[src/source/cpuPkg.sv]
package cpuPkg;

   parameter int DataWidth = 16;

   // Status word bit positions
   localparam int FlagC = 0;
   localparam int FlagZ = 1;
   localparam int FlagN = 2;
   localparam int FlagV = 3;

   typedef enum logic [4:0] {
      ADD    = 5'd0,
      ADDI   = 5'd1,
      ADC    = 5'd2,
      SUB    = 5'd3,
      SUBI   = 5'd4,
      SUC    = 5'd5,
      CMP    = 5'd6,
      CMPI   = 5'd7,
      LUI    = 5'd8,
      LLI    = 5'd9,
      LDW    = 5'd10,
      STW    = 5'd11,
      JMP    = 5'd12,
      BRANCH = 5'd13
   } opcode_t;

   // Condition field, bits 10:8 of a BRANCH
   typedef enum logic [2:0] {
      BR  = 3'd0,
      BE  = 3'd1,
      BNE = 3'd2,
      BLT = 3'd3,
      BGE = 3'd4
   } branchCode_t;

   typedef enum logic [2:0] {
      FnNop,
      FnAdd,
      FnAdc,
      FnSub,
      FnSuc,
      FnLoadLow,
      FnLoadHigh,
      FnPass
   } aluFunction_t;

   typedef enum logic {Op2Reg, Op2Imm} op2Select_t;
   typedef enum logic {ImmShort, ImmLong} immSelect_t;
   typedef enum logic {WdAlu, WdBus} wdSelect_t;
   typedef enum logic [1:0] {PcNext, PcAlu, PcBranch} pcSelect_t;

   typedef struct packed {
      aluFunction_t AluOp;
      op2Select_t   Op2Sel;
      immSelect_t   ImmSel;
      wdSelect_t    WdSel;
      pcSelect_t    PcSel;
      logic         RegWe;
      logic         RdAsRa;      // Port A reads rd instead of ra
      logic         AluWe;
      logic         PcWe;
      logic         IrWe;
      logic         AddrFromPc;  // Fetch address
   } controlWord_t;

   typedef struct packed {
      logic Ale;
      logic nMe;
      logic nOe;
      logic nWe;
      logic BusDrive;
      logic Capture;   // Register BusIn at end of cycle
   } busStrobes_t;

endpackage

[src/source/busInterface.sv]
`timescale 1ns/10ps

module busInterface (
   input  logic                           Clock,
   input  logic                           nReset,
   input  cpuPkg::controlWord_t           Ctrl,
   input  cpuPkg::busStrobes_t            Strobes,
   input  logic [cpuPkg::DataWidth-1:0]   Pc,
   input  logic [cpuPkg::DataWidth-1:0]   AluReg,
   input  logic [cpuPkg::DataWidth-1:0]   BusIn,
   output logic [cpuPkg::DataWidth-1:0]   BusOut,
   output logic                           BusDrive,
   output logic                           Ale,
   output logic                           nMe,
   output logic                           nOe,
   output logic                           nWe,
   output logic [cpuPkg::DataWidth-1:0]   ReadData
);

   // Fetch address from PC, data address and store data from AluReg
   assign BusOut   = Ctrl.AddrFromPc ? Pc : AluReg;
   assign BusDrive = Strobes.BusDrive;
   assign Ale      = Strobes.Ale;
   assign nMe      = Strobes.nMe;
   assign nOe      = Strobes.nOe;
   assign nWe      = Strobes.nWe;

   // Sampled at the end of the second read cycle
   always_ff @(posedge Clock or negedge nReset) begin
      if (!nReset)
         ReadData <= '0;
      else if (Strobes.Capture)
         ReadData <= BusIn;
   end

endmodule

[config.mk]
export PLATFORM = sky130hd
export DESIGN_NAME = busInterface
export DESIGN_NICKNAME = d
export VERILOG_FILES = /design/src/source/cpuPkg.sv /design/src/source/busInterface.sv
export SDC_FILE = /design/constraint.sdc
export NUM_CORES = 1
export LEC_CHECK = 0
export BUFFER_PORTS_ARGS = -buffer_cell sky130_fd_sc_hd__buf_2
export CORE_MARGIN = 2
export CORE_UTILIZATION = 33
export CTS_CLUSTER_DIAMETER = 40
export DETAILED_ROUTE_END_ITERATION = 8
export PLACE_DENSITY_LB_ADDON = 0.08
export SYNTH_ARGS = -nofsm -noshare
export SYNTH_HDL_FRONTEND = slang
export SYNTH_SLANG_ARGS = --single-unit
[constraint.sdc]
create_clock -name Clock -period 1.2 [get_ports Clock]
set_clock_uncertainty 0.15 [all_clocks]
set_input_delay 0 -clock Clock [delete_from_list [all_inputs] [get_ports Clock]]
set_output_delay 0 -clock Clock [all_outputs]
set_load 0.01 [all_outputs]
==> flow_metrics.tcl, run 1 <==
set metrics [dict create \
    r2r_cells 1 \
    yosysMostFrequentCell "mux2_4" \
    synth_top_family_by_area "multiplexers" \
    post_cts_buffers 0 \
    fin_nets 230 \
    routed_wirelength_um 2130 \
    top_register "ReadData" \
    synth_fa_ha_area_frac 0 \
    slowest_stage "dfrtp_1" \
    cts_sinks 16 \
    fillers 238 \
    cts_tree "done" \
    reg2reg_to "ReadData[7]" \
    start_util 0.342 \
    synth_top_area_cell "dfrtp_1" \
    mappedNetlistArea_um2 936 \
    synthSimpleGateAreaFrac 0 \
    ys_top_cells_by_count "mux2_4, dfrtp_1, mux2_2" \
    cp-start-kind "flip-flop" \
    place_ws_ns 0.229 \
    period_share 0.802 \
    violations "negative hold slack" \
    h-tree-depth 1 \
    seq_area_frac_synth 0.428 \
    ctsLongestPathBuffers 2 \
    ant_nets 0 \
    ys_async_sr_fraction 1.00 \
    largest_reg_flops 16 \
    die_w_um 57.3 \
    multi_input_area_um2 435 \
    dr.pass1.iters 4 \
    drc 0 \
    hold_path.class "primary input to flip-flop" \
    min_period_ns 0.963 \
    drt-initial-drc-count 13 \
    rrSetupSlack_ns 0.28 \
    drive_gt1_frac 0.761 \
    grtUsageTotal 0.140 \
    synth-compound-area-share 0 \
    arrival_ns 0.81 \
    min_path_cells 2 \
    ctsHoldBuffers 22 \
    ys.flop_type "dfrtp_1" \
    critical_path.max_stage_delay_ns 0.40 \
    reg_top3 "ReadData x16" \
    synth_xor_area_frac 0 \
    path_class "flip-flop to output pin" \
    worst_pin_slew_ns 0.361 \
    setup_violations 0 \
    leakagePower_nw 0.857 \
    netlist_top_cells_area "dfrtp_1, mux2_4, mux2_2" \
    min_from "Strobes[0]" \
    required_ns 1.05 \
    gp_congestion 0.670 \
    coreArea_mm2 0.00273 \
    yosysWarnings 0 \
    via_per_inst 4.47 \
    grt_overflow_total 0 \
    regArea_um2 400 \
    avgSynthCellArea_um2 16.4 \
    fin_area_mm2 0.00159 \
    grt_start_max_net_pins 17 \
    diodes 0 \
    maxCapViolations 0 \
    ys_ff_latch 16 \
    maxClockFrequency_mhz 1040 \
    area_growth_pct 69.5 \
    drv_slew 0 \
    holdPathEnd "ReadData[1]" \
    p_per_area_mw_per_mm2 902 \
    postPlaceCellArea_mm2 0.00133 \
    synth_cell_types 6 \
    antenna_found_initial 0 \
    numCtsBuffers 3 \
    path_cells "buf_2" \
    synth.net_count 127 \
    ctsRootBufferMaster "clkbuf_4" \
    timing.setup.tns_ns 0 \
    rows 19 \
    hold_ws_ns -0.0208 \
    io_pins 107 \
    portBuffers 83 \
    final.setup.worst_slack_ns 0.237 \
    synthMuxAreaShare 0.465 \
    clk_pin_slew_ns 0.08 \
    vias 849 \
    irDropWorstVdd_mv 0.905 \
    critical_path.top_delay_family "flip-flops" \
    grt_pass1_vias 843 \
    die_h_um 57.3 \
    syn_inst 57 \
    critPathCaptureType "output pin" \
    hold_violations 6 \
    worstSkewPairLatency_ns 0.27 \
    timing.rr.start "ReadData[7]" \
    outcome "complete, but fails checks" \
    cp_num_buf_inv 1 \
    grt_pass1_wl_um 3550 \
    crit_fanout 2 \
    routedWlPerCell_um 11.2 \
    fp.dieArea_mm2 0.00328 \
    rsz0062_at_grt "false" \
    synth_top_area_share 0.428 \
    synth-edff-count 0 \
    slew_headroom 0.759 \
]
[how the worst max path moves through the flow]
| stage | from | endpoint | cells after the start |
|---|---|---|---|
| finish | ReadData[3] | ReadData[3] | 1 |
| global route | ReadData[15] | ReadData[15] | 1 |
| CTS | ReadData[3] | ReadData[3] | 1 |
| detailed placement | Strobes[0] | ReadData[7] | 3 |
| global placement | Strobes[0] | ReadData[5] | 3 |
| floorplan | ReadData[10] | ReadData[10] | 1 |
[where the power goes]
group / switching, W / internal [W] / total (W)
combinational: 0.000177 / 0.000301 / 0.000478
sequential: 0.0000263 / 0.000593 / 0.000619
clock: 0.000150 / 0.000184 / 0.000334
total: 0.000354 / 0.00108 / 0.00143
[timing repair]
action / CTS / global route
setup endpoints to repair: 0 / 0
gates resized for setup: 0 / 0
endpoints found under the hold margin: 37 / 6
[cells in the final DEF (no fill, tap or decap)]
master,Yosys,layout
buf_12,2,2
clkbuf_4,0,3
buf_2,0,83
dfrtp_1,16,16
mux2_4,20,20
clkbuf_8,0,1
mux2_2,12,12
dlygate4sd3_1,0,22
[area by class of cell]
| type | count | area share |
|---|---|---|
| Clock buffer | 4 | 0.0229 |
| Multi-Input combinational cell | 32 | 0.274 |
| Sequential cell | 16 | 0.252 |
| Tap cell | 31 | 0.0244 |
| Timing Repair Buffer | 107 | 0.426 |
[kinds of logic (layout without fill, tap and decap cells)]
group / after synthesis / count (layout)
DFF: 16 / 16
muxes: 32 / 32
buffers and inverters: 9 / 111
[routing by layer]
metal  track usage  routed length, um  part of all wire  up-vias
met5             0                  0                 0        -
met4        0.0365                 14            0.0066        0
met3        0.0544                198             0.093        2
met2         0.245               1140              0.53       46
met1         0.161                781              0.37      401
li1              -                  -                 -      400
[through the flow]
step / cells / hold slack [ns] / utilization / total power [W]
detailed placement: 164 / -0.221 / 0.486 / 0.00105
finish: 190 / -0.0208 / 0.580 / 0.00143
global route: 190 / -0.0223 / 0.580 / 0.00154
floorplan: 57 / -0.446 / - / 0.000879
CTS: 190 / -0.0249 / 0.580 / 0.00146
global placement: 164 / -0.217 / 0.486 / 0.00104
Power figures use the tool's default switching activity.
==> inputs of run 2 (changes only) <==
- ABC_AREA: default -> 1
- CORE_UTILIZATION: 33 -> 32
- clock period: 1.2 -> 0.9 ns (I/O delays scaled with it)
==> run 2 against run 1 <==
The run ends with negative hold slack, negative setup slack left; area after synthesis decreased by 3.9%; worst setup slack worse by 0.32 ns; sequential power up 31%; clock power grew 43%; synthesized cell count rose by 120%; critical path depth unchanged; cell count rose by 38%; total power increased by 32%; largest power group unchanged.
==> flow_metrics.tcl, run 2 <==
set metrics [dict create \
    routed_wirelength_um 2580 \
    ctsHoldBuffers 22 \
    rsz0062_at_grt "true" \
    maxClockFrequency_mhz 1020 \
    drive_gt1_frac 0.442 \
    outcome "complete, but fails checks" \
    grt_start_max_net_pins 18 \
    start_util 0.332 \
    fin_util 0.578 \
    hold_ws_ns -0.113 \
    maxUsedRoutingLayer "met4" \
    fillers 271 \
    drv_slew 0 \
    combPwrFrac 0.318 \
    via_per_inst 4.26 \
    coreArea_mm2 0.00271 \
    grt_pass1_vias 1015 \
    slew_headroom 0.761 \
    synth.net_count 195 \
    drt-initial-drc-count 41 \
    required_ns 0.75 \
    yosysMostFrequentCell "nand2_1" \
    drt-met1-wl_um 982 \
    critPathCaptureType "output pin" \
    portBuffers 83 \
    area_growth_pct 74.1 \
    path_class "flip-flop to output pin" \
    r2r_cells 3 \
    hold_violations 19 \
    dr.pass1.iters 2 \
    reg_top3 "ReadData x16" \
    p_int_w 0.00134 \
    seq_power_share 0.430 \
    grt_pass1_wl_um 4090 \
    cts_sinks 16 \
    rows 19 \
    met3WireLength_um 174 \
    syn_inst 125 \
    met2_length_um 1380 \
    reg2reg_to "ReadData[10]" \
    gp_congestion 0.724 \
    p_total_w 0.00189 \
    p_switching_w 0.000547 \
    vias 1117 \
    fp.dieArea_mm2 0.00325 \
    path_cells "buf_2" \
    netlist_top_cells_area "dfrtp_1, nand2_1, buf_6" \
    fin_nets 302 \
    min_from "Strobes[0]" \
    numCtsBuffers 3 \
    layout_common_cells "nand2_1, buf_2, dlygate4sd3_1" \
    antenna_found_initial 0 \
    setup_violations 16 \
    cp_num_buf_inv 1 \
    final.setup.worst_slack_ns -0.0842 \
    maxCapViolations 0 \
    top_register "ReadData" \
    final_common_cell "nand2_1" \
    yosysWarnings 0 \
    die_h_um 57.0 \
    synth_top_area_share 0.445 \
    swShare 0.289 \
    cp-start-kind "flip-flop" \
    ys_async_sr_fraction 1.00 \
    h-tree-depth 1 \
    place_hpwl_um 1800 \
    ys_top_cells_by_count "nand2_1, dfrtp_1, buf_4" \
    grt_overflow_total 0 \
    synth_top_area_cell "dfrtp_1" \
    crit_fanout 2 \
    ctsLongestPathBuffers 2 \
    arrival_ns 0.83 \
    synth-edff-count 0 \
    synth_cell_types 9 \
    drc 0 \
    p_per_area_mw_per_mm2 1210 \
    ant_nets 0 \
    worst_pin_slew_ns 0.359 \
    diodes 0 \
    avgSynthCellArea_um2 7.20 \
    holdPathEnd "ReadData[0]" \
    leakagePower_nw 0.976 \
    grtUsageTotal 0.159 \
    hold_path.class "primary input to flip-flop" \
    mappedNetlistArea_um2 900 \
    cts_tree "done" \
    ctsRootBufferMaster "clkbuf_4" \
    critical_path.max_stage_delay_ns 0.40 \
    rrSetupSlack_ns 0.04 \
    timing.rr.start "ReadData[10]" \
    io_pins 107 \
    routedWlPerCell_um 9.84 \
    irDropWorstVdd_mv 0.769 \
    worstSkewPairLatency_ns 0.29 \
    period_share 1.09 \
    critical_path.top_delay_family "flip-flops" \
    largest_reg_flops 16 \
    violations "negative hold slack, negative setup slack" \
    ys.flop_type "dfrtp_1" \
    ys_ff_latch 16 \
    clock_power_share 0.252 \
    slowest_stage "dfrtp_1" \
    min_period_ns 0.984 \
    min_path_cells 3 \
    seq_area_frac_synth 0.445 \
    die_w_um 57.0 \
    place_ws_ns 0.0602 \
    clk_pin_slew_ns 0.09 \
]
run 2: stage by stage:
stage                     std cells  TNS [ns]  cell area, um^2
final                           262     -1.03             1570
after floorplan                 125         0              900
after CTS                       261     -1.17             1550
after detailed placement        229         0             1250
after global placement          229         0             1250
after global routing            262     -1.50             1570
run 2: kinds of logic after synthesis:
group                  share of synthesized area
flip-flops                                 0.445
AND/OR/NAND/NOR                            0.409
buffers and inverters                      0.146
run 2: worst min-delay path: cells and delay by family:
kind | cells | cell delay, ns
buf+inv | 1 | 0.18
simple gates | 2 | 0.12
run 2: repair_timing:
item / CTS / global route
gates resized for setup: 0 / 3
setup buffers: 6 / 1
endpoints found under the hold margin: 37 / 7
endpoints found under the setup margin: 16 / 19
run 2: final cells by class:
type | instances | area (um^2) | area share
Tap cell | 31 | 38.8 | 0.0248
Multi-Input combinational cell | 96 | 373 | 0.238
Clock buffer | 4 | 36.3 | 0.0232
Sequential cell | 16 | 400 | 0.256
Inverter | 2 | 20.0 | 0.0128
Timing Repair Buffer | 113 | 698 | 0.446
run 2: routing by layer:
layer / global-route usage / vias to the layer above
li1: - / 577
met1: 0.167 / 486
met2: 0.312 / 50
met3: 0.0181 / 4
met4: 0.0698 / 0
met5: 0 / -
run 2: how the worst max path moves through the flow:
stage	startpoint	endpoint	slack (ns)	depth (start not counted)
floorplan	ReadData[10]	ReadData[10]	0.13	2
global route	ReadData[7]	ReadData[7]	-0.11	1
finish	ReadData[7]	ReadData[7]	-0.08	1
CTS	ReadData[5]	ReadData[5]	-0.09	1
detailed placement	Ctrl[0]	BusOut[1]	0.06	5
global placement	Ctrl[0]	BusOut[0]	0.11	5
run 2: power groups by stage:
| stage | Clock, W | Sequential, W | Combinational [W] |
|---|---|---|---|
| floorplan | 0 | 0.000862 | 0.000233 |
| global placement | 0 | 0.000826 | 0.000470 |
| detailed placement | 0 | 0.000830 | 0.000476 |
| CTS | 0.000494 | 0.000812 | 0.000597 |
| global route | 0.000507 | 0.000821 | 0.000669 |
| finish | 0.000476 | 0.000813 | 0.000601 |
