--- config.mk ---
export PLATFORM = sky130hd
export DESIGN_NAME = programCounter
export DESIGN_NICKNAME = d
export VERILOG_FILES = /design/src/source/cpuPkg.sv /design/src/source/programCounter.sv
export SDC_FILE = /design/constraint.sdc
export NUM_CORES = 1
export LEC_CHECK = 0
export ABC_AREA = 0
export ABC_CLOCK_PERIOD_IN_PS = 6100
export CAP_MARGIN = 20
export CORE_ASPECT_RATIO = 1.1
export CORE_UTILIZATION = 40
export DETAILED_ROUTE_END_ITERATION = 8
export DONT_BUFFER_PORTS = 1
export GPL_TIMING_DRIVEN = 0
export PLACE_DENSITY = 0.51
export SLEW_MARGIN = 10
export SYNTH_ARGS = -nofsm -noshare
export SYNTH_HDL_FRONTEND = slang
export SYNTH_SLANG_ARGS = --single-unit
--- constraint.sdc ---
create_clock -name Clock -period 6.1 [get_ports Clock]
set_input_delay 0 -clock Clock [delete_from_list [all_inputs] [get_ports Clock]]
set_output_delay 0 -clock Clock [all_outputs]
set_load 0.01 [all_outputs]
--- src/source/cpuPkg.sv ---
package cpuPkg;

   parameter int DataWidth = 16;

   // Status word bit positions
   localparam int FlagC = 0;
   localparam int FlagZ = 1;
   localparam int FlagN = 2;
   localparam int FlagV = 3;

   typedef enum logic [4:0] {
      ADD    = 5'd0,
      ADDI   = 5'd1,
      ADC    = 5'd2,
      SUB    = 5'd3,
      SUBI   = 5'd4,
      SUC    = 5'd5,
      CMP    = 5'd6,
      CMPI   = 5'd7,
      LUI    = 5'd8,
      LLI    = 5'd9,
      LDW    = 5'd10,
      STW    = 5'd11,
      JMP    = 5'd12,
      BRANCH = 5'd13
   } opcode_t;

   // Condition field, bits 10:8 of a BRANCH
   typedef enum logic [2:0] {
      BR  = 3'd0,
      BE  = 3'd1,
      BNE = 3'd2,
      BLT = 3'd3,
      BGE = 3'd4
   } branchCode_t;

   typedef enum logic [2:0] {
      FnNop,
      FnAdd,
      FnAdc,
      FnSub,
      FnSuc,
      FnLoadLow,
      FnLoadHigh,
      FnPass
   } aluFunction_t;

   typedef enum logic {Op2Reg, Op2Imm} op2Select_t;
   typedef enum logic {ImmShort, ImmLong} immSelect_t;
   typedef enum logic {WdAlu, WdBus} wdSelect_t;
   typedef enum logic [1:0] {PcNext, PcAlu, PcBranch} pcSelect_t;

   typedef struct packed {
      aluFunction_t AluOp;
      op2Select_t   Op2Sel;
      immSelect_t   ImmSel;
      wdSelect_t    WdSel;
      pcSelect_t    PcSel;
      logic         RegWe;
      logic         RdAsRa;      // Port A reads rd instead of ra
      logic         AluWe;
      logic         PcWe;
      logic         IrWe;
      logic         AddrFromPc;  // Fetch address
   } controlWord_t;

   typedef struct packed {
      logic Ale;
      logic nMe;
      logic nOe;
      logic nWe;
      logic BusDrive;
      logic Capture;   // Register BusIn at end of cycle
   } busStrobes_t;

endpackage

--- src/source/programCounter.sv ---
`timescale 1ns/10ps

module programCounter #(
   parameter logic [cpuPkg::DataWidth-1:0] ResetVector = '0
) (
   input  logic                           Clock,
   input  logic                           nReset,
   input  cpuPkg::controlWord_t           Ctrl,
   input  logic [cpuPkg::DataWidth-1:0]   AluResult,
   input  logic [cpuPkg::DataWidth-1:0]   FetchData,
   output logic [cpuPkg::DataWidth-1:0]   Pc,
   output logic [cpuPkg::DataWidth-1:0]   Instruction,
   output logic [7:0]                     OpcodeCond
);

   localparam int Dw = cpuPkg::DataWidth;

   logic [Dw-1:0] pcNext;
   logic [Dw-1:0] branchTarget;

   assign pcNext       = Pc + Dw'(1);
   assign branchTarget = pcNext + {{(Dw-8){Instruction[7]}}, Instruction[7:0]};
   assign OpcodeCond   = Instruction[15:8];  // Opcode and branch condition

   always_ff @(posedge Clock or negedge nReset) begin
      if (!nReset) begin
         Pc          <= ResetVector;
         Instruction <= '0;
      end else begin
         if (Ctrl.PcWe) begin
            case (Ctrl.PcSel)
               cpuPkg::PcAlu:    Pc <= AluResult;
               cpuPkg::PcBranch: Pc <= branchTarget;
               default:          Pc <= pcNext;
            endcase
         end
         if (Ctrl.IrWe)
            Instruction <= FetchData;
      end
   end

endmodule

==> results of run 1 <==
## sequential cells by signal, indices dropped and copies added, names as in the netlist
name         cells
Instruction     16
Pc              16
## worst paths after layout
check	slack (ns)	end	from
setup / recovery	2.49	Pc[14]	Pc[2]
hold / removal	-0.002	Pc[3]	AluResult[3]
setup reg to reg	2.49	Pc[14]	Pc[2]
hold reg to reg	0.61	Instruction[14]	Instruction[14]
max in group asynchronous	5.73	Instruction[9]	nReset
min in group asynchronous	0.18	Pc[12]	nReset
## report_power, final
group	total [mW]	switching (mW)	leakage (nW)	internal [mW]
Sequential	0.344	0.0920	0.382	0.252
Combinational	0.552	0.310	0.995	0.243
Clock	0.222	0.0987	0.0548	0.123
Total	1.12	0.500	1.43	0.618
## layout make-up
| cell class | count | area share [%] |
|---|---|---|
| well taps | 82 | 3.057 |
| inverters | 11 | 1.230 |
| multi-input cells | 245 | 53.99 |
| clock buffers | 5 | 2.051 |
| flip-flops and latches | 32 | 23.86 |
| plain buffers | 24 | 5.481 |
| clock inverters | 3 | 1.380 |
| repair buffers | 29 | 8.949 |
## cells in the final DEF (no fill, tap or decap), types with 3 or more instances in the layout
cell,Yosys,layout
inv_1,9,9
o31ai_1,4,4
o21ai_0,17,17
mux2_2,17,17
nand3_1,11,11
nand4_1,6,6
dlygate4sd3_1,0,28
buf_4,9,9
clkbuf_1,6,6
xnor2_1,14,14
nand2_1,29,29
a31oi_1,3,3
dfrtp_1,32,32
o21a_1,3,3
xor2_1,8,8
ha_1,23,23
a21o_1,3,3
nor3_1,5,5
o211ai_1,5,5
clkbuf_8,4,9
nand3b_1,3,3
nor2_1,15,15
a221oi_1,5,5
mux2i_1,3,3
a21oi_1,27,27
## metal layers
metal / GRT usage (%) / vias up / routed length (um)
li1: - / 1212 / -
met1: 28.44 / 1211 / 3480
met2: 40.43 / 89 / 4200
met3: 5.051 / 10 / 496
met4: 5.848 / 0 / 118
met5: 0 / - / 0
## per-stage QoR
stage | utilization (%) | cell area (sq um) | instances | setup slack, ns
after floorplan | - | 2838 | 312 | 3.207
after global placement | 43.82 | 2940 | 394 | 2.582
after detailed placement | 43.82 | 2940 | 394 | 2.542
after CTS | 50.01 | 3356 | 431 | 2.492
after global routing | 50.01 | 3356 | 431 | 2.278
final | 50.01 | 3356 | 431 | 2.491
## worst max-delay path: stages (launching register included)
cell	delay (ns)
dfrtp_1	0.41
buf_4	0.18
nand4_1	0.20
or2_1	0.30
buf_6	0.13
nor2_1	0.11
xor2_1	0.32
ha_1	0.34
a21oi_1	0.29
o21ai_0	0.20
or3b_1	0.40
o221ai_1	0.22
mux2i_1	0.29
a21oi_1	0.10
## logic make-up after synthesis
kind of cell	synth area share [%]
and+or+nand+nor	17.06
adders and majority gates	10.85
DFF	28.22
AOI/OAI and AO/OA	20.77
muxes	7.804
xor gates and xnor gates	7.364
buffers and inverters	7.936
==> results.json, run 1 <==
{
  "dp_hpwl_mm": 6.053,
  "antenna_found_initial": 0,
  "cts.clk_slew.worst_paths_ns": 0.08,
  "holdBufCountCts": 29,
  "die_y_um": 90.34,
  "final_layout_size_suffix_gt1_share_pct": 15.76,
  "hold_slack_ns": -0.001550,
  "first_pass_iters": 4,
  "crit_path_start_kind": "flop",
  "grtUsageTotal_pct": 23.31,
  "seq_area_sq_um": 800.8,
  "clk_path_buf_depth": 2,
  "synthCells": 312,
  "crit_path_max_fanout": 8,
  "setup_tns_ns": 0,
  "grt_pass1_wl_mm": 12.91,
  "hold_viol": 1,
  "place.gp.congestion": 0.8695,
  "clockRootBuffer": "clkbuf_8",
  "grt_pass1_vias": 2514,
  "syn_area_sq_um": 2838,
  "post_cts_buffers": 0,
  "final_nets": 420,
  "ys_types": 62,
  "cts_tree": "done",
  "diodes": 0,
  "grt_max_degree": 33,
  "start_util_pct": 42.29,
  "ys_warn_count": 0,
  "status": "finished, violations left",
  "max_freq_mhz": 277.1,
  "async_reset_ff_share_pct": 100.0,
  "slew-limit-headroom_pct": 59.03,
  "arrival_ns": 3.79,
  "ys_ff_latch": 32,
  "synth_ff_type": "dfrtp_1",
  "crit_type": "flop to flop",
  "p_leak_nw": 1.431,
  "drv_slew": 0,
  "row_count": 31,
  "synth_top_area_share_pct": 28.22,
  "numCtsBuffers": 5,
  "die_x_um": 82.31,
  "synth_edf_count": 0,
  "tightest_slew_ns": 0.6146,
  "ys_seq_area_share_pct": 28.22,
  "io_pins": 88,
  "drc": 0,
  "violations": "hold timing",
  "coreArea_sq_um": 6710,
  "synth_top_cell_by_area": "dfrtp_1",
  "vias": 2522,
  "wl_per_cell_um": 19.25,
  "synthTopCellsByCount": "32 x dfrtp_1, 29 x nand2_1, 27 x a21oi_1",
  "final.setup_skew_ns": 0.008132,
  "ant_nets": 0,
  "yosys-top-cells-area": "dfrtp_1 28%, ha_1 10%, mux2_2 6.7%",
  "rsz0062_at_grt": "no",
  "postCtsResizedCells": 0,
  "drtIter0Drc": 180,
  "clock_sinks": 32,
  "htreeDepth": 2,
  "multi_input_area_sq_um": 1812,
  "yosysMostFrequentCell": "dfrtp_1",
  "hold_path_class": "input port to flop",
  "clk-insertion-delay-late_ns": 0.30,
  "vdd_drop_max_mv": 0.1791,
  "min_period_ns": 3.609,
  "vias_per_cell": 5.852,
  "syn_to_final_growth_pct": 18.25,
  "dieArea_sq_um": 7435,
  "gr-total-overflow": 0,
  "maxCapViolations": 0,
  "powerDensity_nw_per_um2": 333.3,
  "synth_fp_nets": 384,
  "required_ns": 6.28,
  "fin_crit_sh_pct": 59.16,
  "setup_violations": 0,
  "power_mw": 1.118,
  "routed_wirelength_mm": 8.295,
  "port_buffers": 0,
  "end_kind": "flop",
  "postSynthAreaPerCell_sq_um": 9.095,
  "n_fill_cell": 664,
  "hold_depth": 2,
  "reg2regPathDepth": 13
}
Power figures use the tool's default switching activity.
==> run 2, diff against run 1 <==
- ABC_AREA: 0 -> 1
- ABC_CLOCK_PERIOD_IN_PS: 6100 -> 3800
- clock period: 6.1 -> 3.8 ns (I/O delays scaled with it)
==> results.json, run 2 <==
{
  "status": "completed",
  "setup_tns_ns": 0,
  "critPathTopFamily": "simple AND/OR/NAND/NOR gates",
  "vias_per_cell": 5.131,
  "postSynthAreaPerCell_sq_um": 7.010,
  "cts.clk_slew.worst_paths_ns": 0.07,
  "crit_path_max_fanout": 6,
  "synth_ff_type": "dfrtp_1",
  "yosysMostFrequentCell": "nand2_1",
  "async_reset_ff_share_pct": 100.0,
  "seq_area_sq_um": 800.8,
  "hold_path_class": "input port to flop",
  "drtIter0Drc": 127,
  "rsz0062_at_grt": "no",
  "die_y_um": 91.44,
  "worstPathCellList": "ha_1 -> nand2_1 -> inv_2 -> nand3_2 -> nor2_2 -> xor2_1 -> inv_1 -> ha_1 -> nand2_1 -> o21ai_0 -> a21oi_1 -> nand2_1 -> nand2_1 -> nand3_1 -> nand2_1 -> nand2_1 -> nand2_1",
  "synth_fa_ha_area_share_pct": 10.58,
  "synthTopCellsByCount": "110 x nand2_1, 52 x inv_1, 34 x a21oi_1",
  "slew-limit-headroom_pct": 56.98,
  "clk_path_buf_depth": 2,
  "cp_num_buf_inv": 2,
  "maxCapViolations": 0,
  "start_util_pct": 41.52,
  "syn_area_sq_um": 2909,
  "hold_path_startpoint": "AluResult[9]",
  "clock_sinks": 32,
  "arrival_ns": 3.01,
  "finalNonFillerCells": 535,
  "io_pins": 88,
  "grt_max_degree": 33,
  "muxShareOfSynthArea_pct": 5.419,
  "max_freq_mhz": 354.2,
  "postCtsResizedCells": 0,
  "layout_common_cells": "110 x nand2_1, 52 x inv_1, 34 x a21oi_1, 32 x dfrtp_1, 32 x nor2_1",
  "final_layout_size_suffix_gt1_share_pct": 13.11,
  "min_period_ns": 2.823,
  "final_common_cell": "nand2_1",
  "ys_warn_count": 0,
  "synth_edf_count": 0,
  "diodes": 0,
  "critPathSlowestCell": "dfrtp_1",
  "drc": 0,
  "gr-total-overflow": 0,
  "crit_path_start_kind": "flop",
  "end_kind": "flop",
  "setup_violations": 0,
  "synth_top_family_by_area": "simple AND/OR/NAND/NOR gates",
  "final.setup_skew_ns": 0.003128,
  "htreeDepth": 2,
  "required_ns": 3.98,
  "vdd_drop_max_mv": 0.2293,
  "numCtsBuffers": 5,
  "largestRegisters": "Instruction: 16 flops, Pc: 16 flops",
  "ys_seq_area_share_pct": 27.53,
  "ant_nets": 0,
  "first_pass_iters": 6,
  "die_x_um": 83.31,
  "grt_pass1_wl_mm": 13.08,
  "routed_wirelength_mm": 7.905,
  "row_count": 32,
  "final_nets": 521,
  "port_buffers": 0,
  "drv_slew": 0,
  "p_leak_nw": 1.716,
  "r2r_start": "Pc[1]",
  "place.gp.congestion": 0.8251,
  "synth_top_cell_by_area": "dfrtp_1",
  "clockRootBuffer": "clkbuf_8",
  "synth_xor_area_share_pct": 2.667,
  "synth_fp_nets": 487,
  "powerDensity_nw_per_um2": 429.0,
  "n_fill_cell": 744,
  "grt_pass1_vias": 2731,
  "hold_viol": 0,
  "tightest_slew_ns": 0.6453,
  "dp_cells": 500,
  "synthSimpleGateAreaFrac_pct": 28.90,
  "synth_top_area_share_pct": 27.53,
  "dieArea_sq_um": 7618,
  "syn_to_final_growth_pct": 16.99,
  "multi_input_area_sq_um": 1793,
  "ys_ff_latch": 32,
  "antenna_found_initial": 0,
  "dp_hpwl_mm": 6.238,
  "synthCells": 415,
  "coreArea_sq_um": 7007,
  "cpMostUsedCell": "nand2_1",
  "startpoint": "Pc[1]",
  "clk-insertion-delay-late_ns": 0.29,
  "post_cts_buffers": 0,
  "fin_crit_sh_pct": 74.30,
  "power_mw": 1.460,
  "cts_tree": "done",
  "wl_per_cell_um": 14.78,
  "yosys-top-cells-area": "dfrtp_1 28%, nand2_1 14%, ha_1 9.9%",
  "grtUsageTotal_pct": 21.98,
  "crit_type": "flop to flop",
  "synth-compound-area-share_pct": 14.06,
  "crit_path_max_incr_delay_ns": 0.47,
  "ys_types": 39,
  "holdBufCountCts": 27,
  "vias": 2745
}
[run 2: cell count changes after synthesis, sizes merged, moves of 6 or more]
| cell | previous run | this run |
|---|---|---|
| a21oi | 27 | 34 |
| clkbuf | 12 | 6 |
| inv | 9 | 54 |
| nand2 | 29 | 118 |
| nand3 | 12 | 24 |
| nor2 | 16 | 37 |
| o21ai | 17 | 26 |
| xnor2 | 14 | 1 |
[run 2: power breakdown]
part	switching, mW	leakage (nW)	internal, mW	total [mW]
clock	0.139	0.0552	0.195	0.334
combinational	0.396	1.27	0.241	0.637
sequential	0.0981	0.387	0.391	0.489
total	0.633	1.72	0.827	1.46
[run 2: final timing paths]
path                                        to  slack, ns  cells past startpoint
worst max-delay path                    Pc[14]       0.98                     17
worst min-delay path                     Pc[9]       0.02                      4
min in group asynchronous       Instruction[5]       0.15                      2
max in group asynchronous               Pc[12]       3.45                      2
worst min register to register          Pc[13]       0.59                      2
worst max register to register          Pc[14]       0.98                     17
[run 2: area by class of cell]
class                           instances  area share [%]
Timing Repair Buffer                   27           8.235
Clock buffer                            6           2.132
Clock inverter                          2           1.029
Multi-Input combinational cell        309           52.68
Inverter                               56           6.176
Buffer                                 18           3.088
Tap cell                               85           3.125
Sequential cell                        32           23.53
[run 2: cells by family after synthesis]
group	count (synthesis)
compound gates	74
fa+ha+maj	24
flops	32
xor+xnor	8
buf+inv	74
mux	14
simple gates	189
[run 2: tightest hold or removal path: stages]
cell	delay, ns
a21oi_1	0.05
o21ai_0	0.08
nand2_1	0.08
nand2_1	0.06
[run 2: per-stage QoR]
stage               area (sq um)  hold WS (ns)  util [%]  worst slack [ns]
floorplan                   2909       -0.2956         -             1.405
global placement            3015       -0.2941     43.04             1.006
detailed placement          3015       -0.2941     43.04            0.9868
CTS                         3403      0.004728     48.57            0.9614
global route                3403       0.04670     48.57            0.5843
finish                      3403       0.01661     48.57            0.9767
[run 2: per-layer routing]
| metal | vias up | wire, um | global-route usage (%) |
|---|---|---|---|
| li1 | 1408 | - | - |
| met1 | 1253 | 3510 | 26.78 |
| met2 | 72 | 3810 | 37.50 |
| met3 | 12 | 407 | 4.909 |
| met4 | 0 | 176 | 8.621 |
| met5 | - | 0 | 0 |
